--- config.mk ---
export PLATFORM = sky130hd
export DESIGN_NAME = fetch_decode_stage
export DESIGN_NICKNAME = d
export VERILOG_FILES = /design/src/verilog/frontend_pkg.sv /design/src/verilog/branch_predictor.sv /design/src/verilog/branch_target_buffer.sv /design/src/verilog/fetch_decode_stage.sv /design/src/verilog/inst_decoder.sv
export SDC_FILE = /design/constraint.sdc
export NUM_CORES = 2
export LEC_CHECK = 0
export BUFFER_PORTS_ARGS = -buffer_cell sky130_fd_sc_hd__clkbuf_2
export CAP_MARGIN = 5
export CORE_UTILIZATION = 40
export CTS_BUF_LIST = sky130_fd_sc_hd__clkbuf_8
export DETAILED_ROUTE_END_ITERATION = 6
export HOLD_SLACK_MARGIN = 0.06
export SLEW_MARGIN = 10
export SYNTH_ARGS = -nofsm -noshare
export SYNTH_HDL_FRONTEND = slang
export SYNTH_SLANG_ARGS = --single-unit
--- constraint.sdc ---
create_clock -name clock -period 17.9 [get_ports clock]
set_clock_uncertainty 0.05 [all_clocks]
set_input_delay 3.58 -clock clock [delete_from_list [all_inputs] [get_ports clock]]
set_output_delay 3.58 -clock clock [all_outputs]
set_load 0.1 [all_outputs]
--- src/verilog/frontend_pkg.sv ---
// widths, encodings and table sizes shared by the front end and its testbench
// RV32I only: no compressed encodings, csr side effects are left to the back end
package frontend_pkg;

	////////////////////////////////////////////////////////////////////////////
	// widths
	localparam int xlen = 32;                  // data and address width
	localparam int areg_idx_width = 5;         // architectural register index
	localparam logic [areg_idx_width-1:0] zero_reg = '0; // x0, no writeback

	////////////////////////////////////////////////////////////////////////////
	// decode encodings
	typedef enum logic [1:0] {
		fu_alu    = 2'd0,
		fu_mem    = 2'd1,
		fu_branch = 2'd2,
		fu_mult   = 2'd3                        // also the index into rs_full
	} fu_type_t;

	typedef enum logic [3:0] {
		alu_add, alu_sub, alu_slt, alu_sltu, alu_and, alu_or,
		alu_xor, alu_sll, alu_srl, alu_sra, alu_copy_b
	} alu_func_t;

	typedef enum logic [1:0] {
		opa_is_rs1, opa_is_pc, opa_is_zero
	} opa_sel_t;

	typedef enum logic [2:0] {
		opb_is_rs2, opb_is_i_imm, opb_is_s_imm, opb_is_b_imm, opb_is_u_imm, opb_is_j_imm
	} opb_sel_t;

	////////////////////////////////////////////////////////////////////////////
	// prediction tables
	localparam int bht_entries = 64;           // local history table, pc indexed
	localparam int local_hist_width = 4;
	localparam int ghist_width = 6;            // also sets gshare table size
	localparam int btb_entries = 32;

	// major opcodes, inst[6:0]
	localparam logic [6:0] op_lui    = 7'b0110111;
	localparam logic [6:0] op_auipc  = 7'b0010111;
	localparam logic [6:0] op_jal    = 7'b1101111;
	localparam logic [6:0] op_jalr   = 7'b1100111;
	localparam logic [6:0] op_branch = 7'b1100011;
	localparam logic [6:0] op_load   = 7'b0000011;
	localparam logic [6:0] op_store  = 7'b0100011;
	localparam logic [6:0] op_imm    = 7'b0010011;
	localparam logic [6:0] op_reg    = 7'b0110011;
	localparam logic [6:0] op_system = 7'b1110011;

endpackage

--- src/verilog/branch_predictor.sv ---
// tournament predictor; update indices come from the current histories,
// not from those seen at fetch, so a late update lands close but not exact
module branch_predictor (
	input  logic                          clock,
	input  logic                          reset,
	input  logic [frontend_pkg::xlen-1:0] pc,
	input  logic                          update_en,      // valid cond branch resolved
	input  logic [frontend_pkg::xlen-1:0] update_pc,
	input  logic                          update_taken,
	input  logic                          update_local_taken,
	input  logic                          update_global_taken,
	output logic                          pred_taken,
	output logic                          local_taken,
	output logic                          global_taken
);
	localparam int lidx_w = $clog2(frontend_pkg::bht_entries);
	localparam int lh_w = frontend_pkg::local_hist_width;
	localparam int gh_w = frontend_pkg::ghist_width;

	logic [lh_w-1:0] local_hist [frontend_pkg::bht_entries]; // per-pc histories
	logic [1:0]      local_cnt [2**lh_w];                    // indexed by history
	logic [1:0]      global_cnt [2**gh_w];                   // gshare counters
	logic [1:0]      chooser [frontend_pkg::bht_entries];    // msb set picks global
	logic [gh_w-1:0] ghist;

	logic [lidx_w-1:0] lidx;
	logic [gh_w-1:0]   gidx;
	logic [lidx_w-1:0] upd_lidx;
	logic [gh_w-1:0]   upd_gidx;
	logic [lh_w-1:0]   upd_lhist;

	// saturating 2-bit step
	function automatic logic [1:0] sat_step(input logic [1:0] cnt, input logic up);
		if (up)
			return (cnt == 2'b11) ? cnt : cnt + 2'b01;
		return (cnt == 2'b00) ? cnt : cnt - 2'b01;
	endfunction

	////////////////////////////////////////////////////////////////////////////
	// lookup
	assign lidx = pc[lidx_w+1:2];                // word index, low bits dropped
	assign gidx = pc[gh_w+1:2] ^ ghist;
	assign local_taken = local_cnt[local_hist[lidx]][1];
	assign global_taken = global_cnt[gidx][1];
	assign pred_taken = chooser[lidx][1] ? global_taken : local_taken;

	////////////////////////////////////////////////////////////////////////////
	// training
	assign upd_lidx = update_pc[lidx_w+1:2];
	assign upd_gidx = update_pc[gh_w+1:2] ^ ghist;
	assign upd_lhist = local_hist[upd_lidx];

	always_ff @(posedge clock) begin
		if (reset) begin
			for (int i = 0; i < frontend_pkg::bht_entries; i++) begin
				local_hist[i] <= '0;
				chooser[i] <= 2'b01;                 // weakly local
			end
			for (int i = 0; i < 2**lh_w; i++)
				local_cnt[i] <= 2'b01;               // weakly not taken
			for (int i = 0; i < 2**gh_w; i++)
				global_cnt[i] <= 2'b01;
			ghist <= '0;
		end else if (update_en) begin
			local_cnt[upd_lhist] <= sat_step(local_cnt[upd_lhist], update_taken);
			global_cnt[upd_gidx] <= sat_step(global_cnt[upd_gidx], update_taken);
			// chooser moves only on disagreement, towards the correct side
			if (update_local_taken != update_global_taken)
				chooser[upd_lidx] <= sat_step(chooser[upd_lidx],
					update_global_taken == update_taken);
			local_hist[upd_lidx] <= {upd_lhist[lh_w-2:0], update_taken};
			ghist <= {ghist[gh_w-2:0], update_taken}; // newest outcome in lsb
		end
	end

endmodule

--- src/verilog/branch_target_buffer.sv ---
// direct mapped, one target per entry; a later taken branch aliasing to the
// same index replaces the earlier one
module branch_target_buffer (
	input  logic                          clock,
	input  logic                          reset,
	input  logic [frontend_pkg::xlen-1:0] pc,
	input  logic                          update_en,      // taken branch or jump
	input  logic [frontend_pkg::xlen-1:0] update_pc,
	input  logic [frontend_pkg::xlen-1:0] update_target,
	output logic                          hit,
	output logic [frontend_pkg::xlen-1:0] target
);
	localparam int idx_w = $clog2(frontend_pkg::btb_entries);
	localparam int tag_w = frontend_pkg::xlen - idx_w - 2;

	logic [frontend_pkg::btb_entries-1:0] valid;
	logic [tag_w-1:0]              tags [frontend_pkg::btb_entries];
	logic [frontend_pkg::xlen-1:0] targets [frontend_pkg::btb_entries];

	logic [idx_w-1:0] idx;
	logic [idx_w-1:0] upd_idx;

	assign idx = pc[idx_w+1:2];
	assign upd_idx = update_pc[idx_w+1:2];

	////////////////////////////////////////////////////////////////////////////
	// lookup
	assign hit = valid[idx] && (tags[idx] == pc[frontend_pkg::xlen-1:idx_w+2]);
	assign target = targets[idx];                // meaningful only with hit

	////////////////////////////////////////////////////////////////////////////
	// write on taken resolution
	always_ff @(posedge clock) begin
		if (reset)
			valid <= '0;                         // whole buffer empty
		else if (update_en)
			valid[upd_idx] <= 1'b1;
	end

	always_ff @(posedge clock) begin
		if (update_en) begin
			tags[upd_idx] <= update_pc[frontend_pkg::xlen-1:idx_w+2];
			targets[upd_idx] <= update_target;
		end
	end

endmodule

--- src/verilog/fetch_decode_stage.sv ---
// one instruction per cycle; the cache answers in the same cycle it is asked
// a back end mispredict wins over any stall and redirects on the next edge
module fetch_decode_stage (
	input  logic                                      clock,
	input  logic                                      reset,
	input  logic                                      rob_full,
	input  logic [3:0]                                rs_full,    // one bit per fu_type_t
	input  logic [frontend_pkg::xlen-1:0]             icache_data,
	input  logic                                      icache_valid,
	input  logic [frontend_pkg::xlen-1:0]             result_pc,
	input  logic                                      result_cond_branch,
	input  logic                                      result_uncond_branch,
	input  logic                                      result_taken,
	input  logic [frontend_pkg::xlen-1:0]             result_target_pc,
	input  logic                                      result_local_taken,
	input  logic                                      result_global_taken,
	input  logic                                      result_mis_pred,
	input  logic                                      result_valid,
	output logic [frontend_pkg::xlen-1:0]             icache_addr,
	output logic                                      id_valid,
	output logic [frontend_pkg::xlen-1:0]             id_inst,
	output logic [frontend_pkg::xlen-1:0]             id_pc,
	output logic [frontend_pkg::xlen-1:0]             id_npc,
	output frontend_pkg::opa_sel_t                    id_opa_select,
	output frontend_pkg::opb_sel_t                    id_opb_select,
	output frontend_pkg::alu_func_t                   id_alu_func,
	output frontend_pkg::fu_type_t                    id_fu_type,
	output logic [frontend_pkg::areg_idx_width-1:0]   id_rs1_idx,
	output logic [frontend_pkg::areg_idx_width-1:0]   id_rs2_idx,
	output logic [frontend_pkg::areg_idx_width-1:0]   id_dest_idx,
	output logic                                      id_rd_mem,
	output logic                                      id_wr_mem,
	output logic                                      id_cond_branch,
	output logic                                      id_uncond_branch,
	output logic                                      id_csr_op,
	output logic                                      id_halt,
	output logic                                      id_illegal,
	output logic                                      id_local_taken,
	output logic                                      id_global_taken,
	output logic                                      id_branch_prediction
);
	logic [frontend_pkg::xlen-1:0] pc_reg;
	logic [frontend_pkg::xlen-1:0] btb_target;
	logic                          btb_hit;
	logic                          pred_taken;
	logic                          dest_valid;
	logic                          redirect;                // valid mispredict
	logic                          predict_jump;

	assign redirect = result_valid && result_mis_pred;

	////////////////////////////////////////////////////////////////////////////
	// prediction, trained by resolved results
	branch_predictor u_predictor (
		.clock(clock), .reset(reset), .pc(pc_reg),
		.update_en(result_valid && result_cond_branch),
		.update_pc(result_pc), .update_taken(result_taken),
		.update_local_taken(result_local_taken), .update_global_taken(result_global_taken),
		.pred_taken(pred_taken), .local_taken(id_local_taken), .global_taken(id_global_taken)
	);

	branch_target_buffer u_btb (
		.clock(clock), .reset(reset), .pc(pc_reg),
		.update_en(result_valid && result_taken && (result_cond_branch || result_uncond_branch)),
		.update_pc(result_pc), .update_target(result_target_pc),
		.hit(btb_hit), .target(btb_target)
	);

	////////////////////////////////////////////////////////////////////////////
	// decode
	inst_decoder u_decoder (
		.inst(icache_data), .opa_select(id_opa_select), .opb_select(id_opb_select),
		.alu_func(id_alu_func), .fu_type(id_fu_type), .dest_valid(dest_valid),
		.rd_mem(id_rd_mem), .wr_mem(id_wr_mem), .cond_branch(id_cond_branch),
		.uncond_branch(id_uncond_branch), .csr_op(id_csr_op), .halt(id_halt),
		.illegal(id_illegal)
	);

	assign icache_addr = {pc_reg[frontend_pkg::xlen-1:2], 2'b00}; // word aligned
	assign id_inst = icache_data;
	assign id_pc = pc_reg;
	assign id_rs1_idx = icache_data[19:15];
	assign id_rs2_idx = icache_data[24:20];
	assign id_dest_idx = dest_valid ? icache_data[11:7] : frontend_pkg::zero_reg;
	assign id_branch_prediction = btb_hit && pred_taken;

	// a jump with no btb entry yet falls through to pc + 4
	assign predict_jump = ((id_cond_branch && pred_taken) || id_uncond_branch) && btb_hit;
	assign id_npc = predict_jump ? btb_target : pc_reg + 32'd4;

	assign id_valid = icache_valid && !redirect && !rob_full && !rs_full[id_fu_type];

	////////////////////////////////////////////////////////////////////////////
	// pc register
	always_ff @(posedge clock) begin
		if (reset)
			pc_reg <= '0;
		else if (redirect)
			pc_reg <= result_target_pc;          // back end correction first
		else if (id_valid)
			pc_reg <= id_npc;                    // stalls leave the pc alone
	end

endmodule

--- src/verilog/inst_decoder.sv ---
// RV32I plus M register ops; fence and unknown encodings come out illegal
module inst_decoder (
	input  logic [frontend_pkg::xlen-1:0] inst,
	output frontend_pkg::opa_sel_t        opa_select,
	output frontend_pkg::opb_sel_t        opb_select,
	output frontend_pkg::alu_func_t       alu_func,
	output frontend_pkg::fu_type_t        fu_type,
	output logic                          dest_valid,
	output logic                          rd_mem,
	output logic                          wr_mem,
	output logic                          cond_branch,
	output logic                          uncond_branch,
	output logic                          csr_op,
	output logic                          halt,
	output logic                          illegal
);
	logic [6:0] opcode;
	logic [2:0] funct3;
	logic [6:0] funct7;

	assign opcode = inst[6:0];
	assign funct3 = inst[14:12];
	assign funct7 = inst[31:25];

	always_comb begin
		opa_select = frontend_pkg::opa_is_rs1;
		opb_select = frontend_pkg::opb_is_rs2;
		alu_func = frontend_pkg::alu_add;
		fu_type = frontend_pkg::fu_alu;
		dest_valid = 1'b0;
		rd_mem = 1'b0;
		wr_mem = 1'b0;
		cond_branch = 1'b0;
		uncond_branch = 1'b0;
		csr_op = 1'b0;
		halt = 1'b0;
		illegal = 1'b0;
		case (opcode)
			frontend_pkg::op_lui: begin
				opa_select = frontend_pkg::opa_is_zero;
				opb_select = frontend_pkg::opb_is_u_imm;
				dest_valid = 1'b1;
			end
			frontend_pkg::op_auipc: begin
				opa_select = frontend_pkg::opa_is_pc;
				opb_select = frontend_pkg::opb_is_u_imm;
				dest_valid = 1'b1;
			end
			frontend_pkg::op_jal: begin
				opa_select = frontend_pkg::opa_is_pc;
				opb_select = frontend_pkg::opb_is_j_imm;
				fu_type = frontend_pkg::fu_branch;
				uncond_branch = 1'b1;
				dest_valid = 1'b1;               // link register
			end
			frontend_pkg::op_jalr: begin
				opb_select = frontend_pkg::opb_is_i_imm;
				fu_type = frontend_pkg::fu_branch;
				uncond_branch = 1'b1;
				dest_valid = 1'b1;
				illegal = (funct3 != 3'b000);
			end
			frontend_pkg::op_branch: begin
				opa_select = frontend_pkg::opa_is_pc;    // target is pc + b_imm
				opb_select = frontend_pkg::opb_is_b_imm;
				fu_type = frontend_pkg::fu_branch;
				cond_branch = 1'b1;
				illegal = (funct3 == 3'b010) || (funct3 == 3'b011);
			end
			frontend_pkg::op_load: begin
				opb_select = frontend_pkg::opb_is_i_imm;
				fu_type = frontend_pkg::fu_mem;
				rd_mem = 1'b1;
				dest_valid = 1'b1;
				illegal = (funct3 == 3'b011) || (funct3[2:1] == 2'b11); // no ld, lwu
			end
			frontend_pkg::op_store: begin
				opb_select = frontend_pkg::opb_is_s_imm;
				fu_type = frontend_pkg::fu_mem;
				wr_mem = 1'b1;
				illegal = (funct3[2] || funct3 == 3'b011);
			end
			frontend_pkg::op_imm, frontend_pkg::op_reg: begin
				if (opcode == frontend_pkg::op_imm)
					opb_select = frontend_pkg::opb_is_i_imm;
				dest_valid = 1'b1;
				case (funct3)
					3'b000: alu_func = (opcode == frontend_pkg::op_reg && funct7[5]) ?
						frontend_pkg::alu_sub : frontend_pkg::alu_add;
					3'b001: alu_func = frontend_pkg::alu_sll;
					3'b010: alu_func = frontend_pkg::alu_slt;
					3'b011: alu_func = frontend_pkg::alu_sltu;
					3'b100: alu_func = frontend_pkg::alu_xor;
					3'b101: alu_func = funct7[5] ? frontend_pkg::alu_sra : frontend_pkg::alu_srl;
					3'b110: alu_func = frontend_pkg::alu_or;
					default: alu_func = frontend_pkg::alu_and;
				endcase
				// funct7 only matters for shifts and register ops
				if (opcode == frontend_pkg::op_reg && funct7 == 7'b0000001)
					fu_type = frontend_pkg::fu_mult;     // mul/div family
				else if (opcode == frontend_pkg::op_reg || funct3[1:0] == 2'b01)
					illegal = (funct7 != 7'b0000000) && !(funct7 == 7'b0100000 &&
						(funct3 == 3'b101 || (funct3 == 3'b000 && opcode == frontend_pkg::op_reg)));
			end
			frontend_pkg::op_system: begin
				if (funct3 == 3'b000) begin
					// ecall is all zero above the opcode, ebreak sets bit 20
					halt = (inst[31:21] == '0) && (inst[19:7] == '0);
					illegal = !halt;
				end else begin
					csr_op = 1'b1;
					dest_valid = 1'b1;
					illegal = (funct3 == 3'b100);
				end
			end
			default: illegal = 1'b1;
		endcase
		if (illegal) begin                   // nothing may reach memory or the pc
			rd_mem = 1'b0;
			wr_mem = 1'b0;
			cond_branch = 1'b0;
			uncond_branch = 1'b0;
			dest_valid = 1'b0;
			csr_op = 1'b0;
		end
	end

endmodule
==> results.py <==
metrics = {
    "run_status": {
        "outcome": "complete, no violations",
    },
    "min_path": {
        "min_path_cells": 2,
        "hp-class": "flip-flop to flip-flop",
        "hold_path_startpoint": "u_btb.valid[3]",
    },
    "setup_path": {
        "crit_type": "flip-flop to output pin",
        "critPathMaxFanout": 111,
        "cp_slowest_cell": "or2_2",
        "r2r_end": "id_pc[7]",
        "critPathMaxStageDelay_ns": 0.77,
        "worst_setup_path_end_kind": "output pin",
        "crit_top_cell": "buf_4",
        "worstRegToRegCells": 16,
        "r2r_slack_ns": 9.97,
        "path_cells": "buf_12, buf_4, buf_4, mux4_2, a22oi_1, and3_1, a21oi_1, a211oi_1, nand4b_1, or3_1, or3_4, or2_2, a221oi_2, nor2_1, clkbuf_2",
        "worstPathArrival_ns": 8.82,
        "endpoint": "id_npc[7]",
        "critPathRequiredTime_ns": 14.27,
        "startpoint_type": "flip-flop",
    },
    "power": {
        "intPower_mw": 8.95,
        "power_frac_seq_pct": 53.0,
        "pwr-share-clk_pct": 37.4,
        "p_total_mw": 12.1,
        "powerDensity_nw_per_um2": 103,
        "irDropWorstVdd_uv": 64.8,
        "p_leak_nw": 37.2,
        "p_sw_share_pct": 25.7,
        "p_sw_mw": 3.10,
        "pwr-share-comb_pct": 9.7,
    },
    "timing": {
        "min_period_ns": 12.45,
        "final.period_utilization_pct": 69.5,
        "slew_violations": 0,
        "max_freq_mhz": 80.3,
        "relSlewSlack_pct": 13.8,
        "worst_hold_slack_ns": 0.422,
        "tns_ns": 0,
        "hold_viol_final": 0,
        "setup_viol": 0,
        "rsz0062_at_grt": "no",
        "tightest_slew_ns": 1.29,
    },
    "cts": {
        "cts_resized": 0,
        "cts_buffer_depth": 4,
        "cts-root-buf": "clkbuf_8",
        "cts_tree": "yes",
        "clock_latency_ns": 1.03,
        "path_clk_slew_ns": 0.06,
        "cts_setup_buffers": 0,
        "htree_levels": 5,
        "clkSinkCount": 2444,
        "cts.hold.buffers_added": 0,
        "cts-buffers-inserted": 398,
    },
    "grt": {
        "grt_max_degree": 112,
        "antenna_found_initial": 21,
        "overflow": 0,
        "grtUsageTotal_pct": 24.0,
        "grt_pass1_wl_um": 453000,
        "grt_pass1_vias": 60700,
    },
    "finish": {
        "drive_gt1_share_pct": 26.7,
        "utilization_pct": 45.1,
        "nets": 6516,
        "synthToLayoutAreaGrowth_pct": 11.7,
        "fin_cells": 10200,
    },
    "synth": {
        "synth_flop_cell": "edfxtp_1",
        "ys_async_sr_fraction_pct": 0,
        "synth_cells": 6079,
        "synth-seq-area-share_pct": 69.0,
        "synthDistinctLibCells": 82,
        "yosys-top-cells-area": "edfxtp_1 (68%), mux4_2 (15%), nor2_1 (2.0%), mux2i_1 (1.5%), dfxtp_1 (1.4%)",
        "yosysWarnings": 0,
        "ys_top_cells_by_count": "edfxtp_1 (2368), mux4_2 (708), nor2_1 (573)",
        "synthesis.area_sq_um": 105000,
        "synth-seq-cells": 2444,
        "avgSynthCellArea_sq_um": 17.3,
        "yosys.cell_count.top_type": "edfxtp_1",
        "synth_top_cell_area_share_pct": 67.6,
        "synth_enable_flop_cells": 2368,
        "yosys.area.top_type": "edfxtp_1",
    },
    "drt": {
        "drtAntennaViolNets": 0,
        "drc": 0,
        "vias": 62000,
        "first_pass_iters": 6,
        "finalWirelength_um": 322000,
        "wl_per_cell_um": 31.5,
        "vias_per_cell": 6.06,
        "first_iter_violations": 8199,
    },
    "run": {
        "maxCapViolCount": 0,
    },
    "die": {
        "start_util_pct": 40.4,
        "pin_count": 276,
        "die_y_um": 515,
        "dieArea_sq_um": 265000,
        "chipWidth_um": 515,
        "core_area_sq_um": 261000,
        "num_rows": 187,
    },
    "placement": {
        "dp_hpwl_um": 188000,
        "gp_congestion": 0.868,
        "port_buffers": 268,
        "placed_cells": 9500,
    },
}
stage by stage:
step	area, sq um	setup slack, ns
CTS	118000	5.48
floorplan	105000	5.41
finish	118000	5.45
global placement	110000	6.01
detailed placement	110000	5.95
global route	118000	5.19
cell families after synthesis:
family | share of synthesized area, %
AOI/OAI and AO/OA | 3.86
xor gates and xnor gates | 0.557
adders and majority gates | 0.0594
buffers and inverters | 2.49
DFF | 69.0
muxes | 16.9
other | 0.00356
and+or+nand+nor | 7.11
how the worst min path moves through the flow:
stage	end	slack (ns)
after CTS	u_btb.valid[26]	0.42
after detailed placement	u_btb.valid[26]	0.41
after global routing	u_btb.valid[9]	0.44
final	u_btb.valid[3]	0.42
after floorplan	u_btb.valid[3]	0.38
after global placement	u_btb.valid[2]	0.39
per-layer routing:
metal  up-vias  GRT usage, %  share of wire (%)
met2      3386          37.5                 47
met3       637          4.17                8.8
li1      25100             -                  -
met4        16          9.78                4.4
met1     32900          33.2                 40
met5         -             0              0.030
critical path: cells and delay by family, from the launching register on:
kind | cells | cell delay, ns
multiplexers | 1 | 0.61
buffers and inverters | 4 | 2.20
AND/OR/NAND/NOR | 6 | 2.82
flip-flops | 1 | 0.60
AO/OA/AOI/OAI | 4 | 1.21
placed cells by master (no fill, tap or decap), types with 31 or more instances in the layout:
| cell type | count |
|---|---|
| edfxtp_1 | 2368 |
| mux4_2 | 708 |
| nor2_1 | 536 |
| clkbuf_8 | 414 |
| nand2_1 | 314 |
| clkbuf_2 | 265 |
| buf_4 | 179 |
| nand2b_1 | 166 |
| inv_1 | 166 |
| mux2i_1 | 160 |
| nor3_1 | 124 |
| nand3_1 | 123 |
| clkinv_1 | 97 |
| a22oi_1 | 91 |
| nand4_1 | 80 |
| dfxtp_1 | 69 |
| a21oi_1 | 68 |
| o21bai_1 | 64 |
| nor2b_1 | 63 |
| clkinv_2 | 41 |
| o21ai_0 | 38 |
| nor2_4 | 33 |
| o32ai_1 | 32 |
| xor2_1 | 31 |
registers in the layout (all words and copies together), names as in the netlist, named ones only:
register	cells
id_pc	32
u_predictor.chooser	128
u_btb.valid	32
u_btb.tags	800
u_predictor.global_cnt	128
u_predictor.local_hist	256
u_predictor.local_cnt	32
u_btb.targets	1024
u_predictor.ghist	6
power groups by stage:
| stage | logic (mW) | registers [mW] | clock network [mW] |
|---|---|---|---|
| detailed placement | 1.16 | 6.50 | 0 |
| floorplan | 0.763 | 6.50 | 0 |
| global placement | 1.14 | 6.50 | 0 |
| global route | 1.22 | 6.39 | 4.81 |
| finish | 1.16 | 6.39 | 4.51 |
| CTS | 1.16 | 6.38 | 4.58 |
cell type report:
class / count / area, sq um
fill: 22600 / 143000
clock inverter: 304 / 1490
inverter: 26 / 103
tap: 3496 / 4370
timing repair buffer: 452 / 2820
multi-input combinational: 3082 / 30500
sequential: 2444 / 72600
clock buffer: 413 / 5680
antenna: 9 / 22.5
No activity file was read; power rests on OpenSTA's default activity.
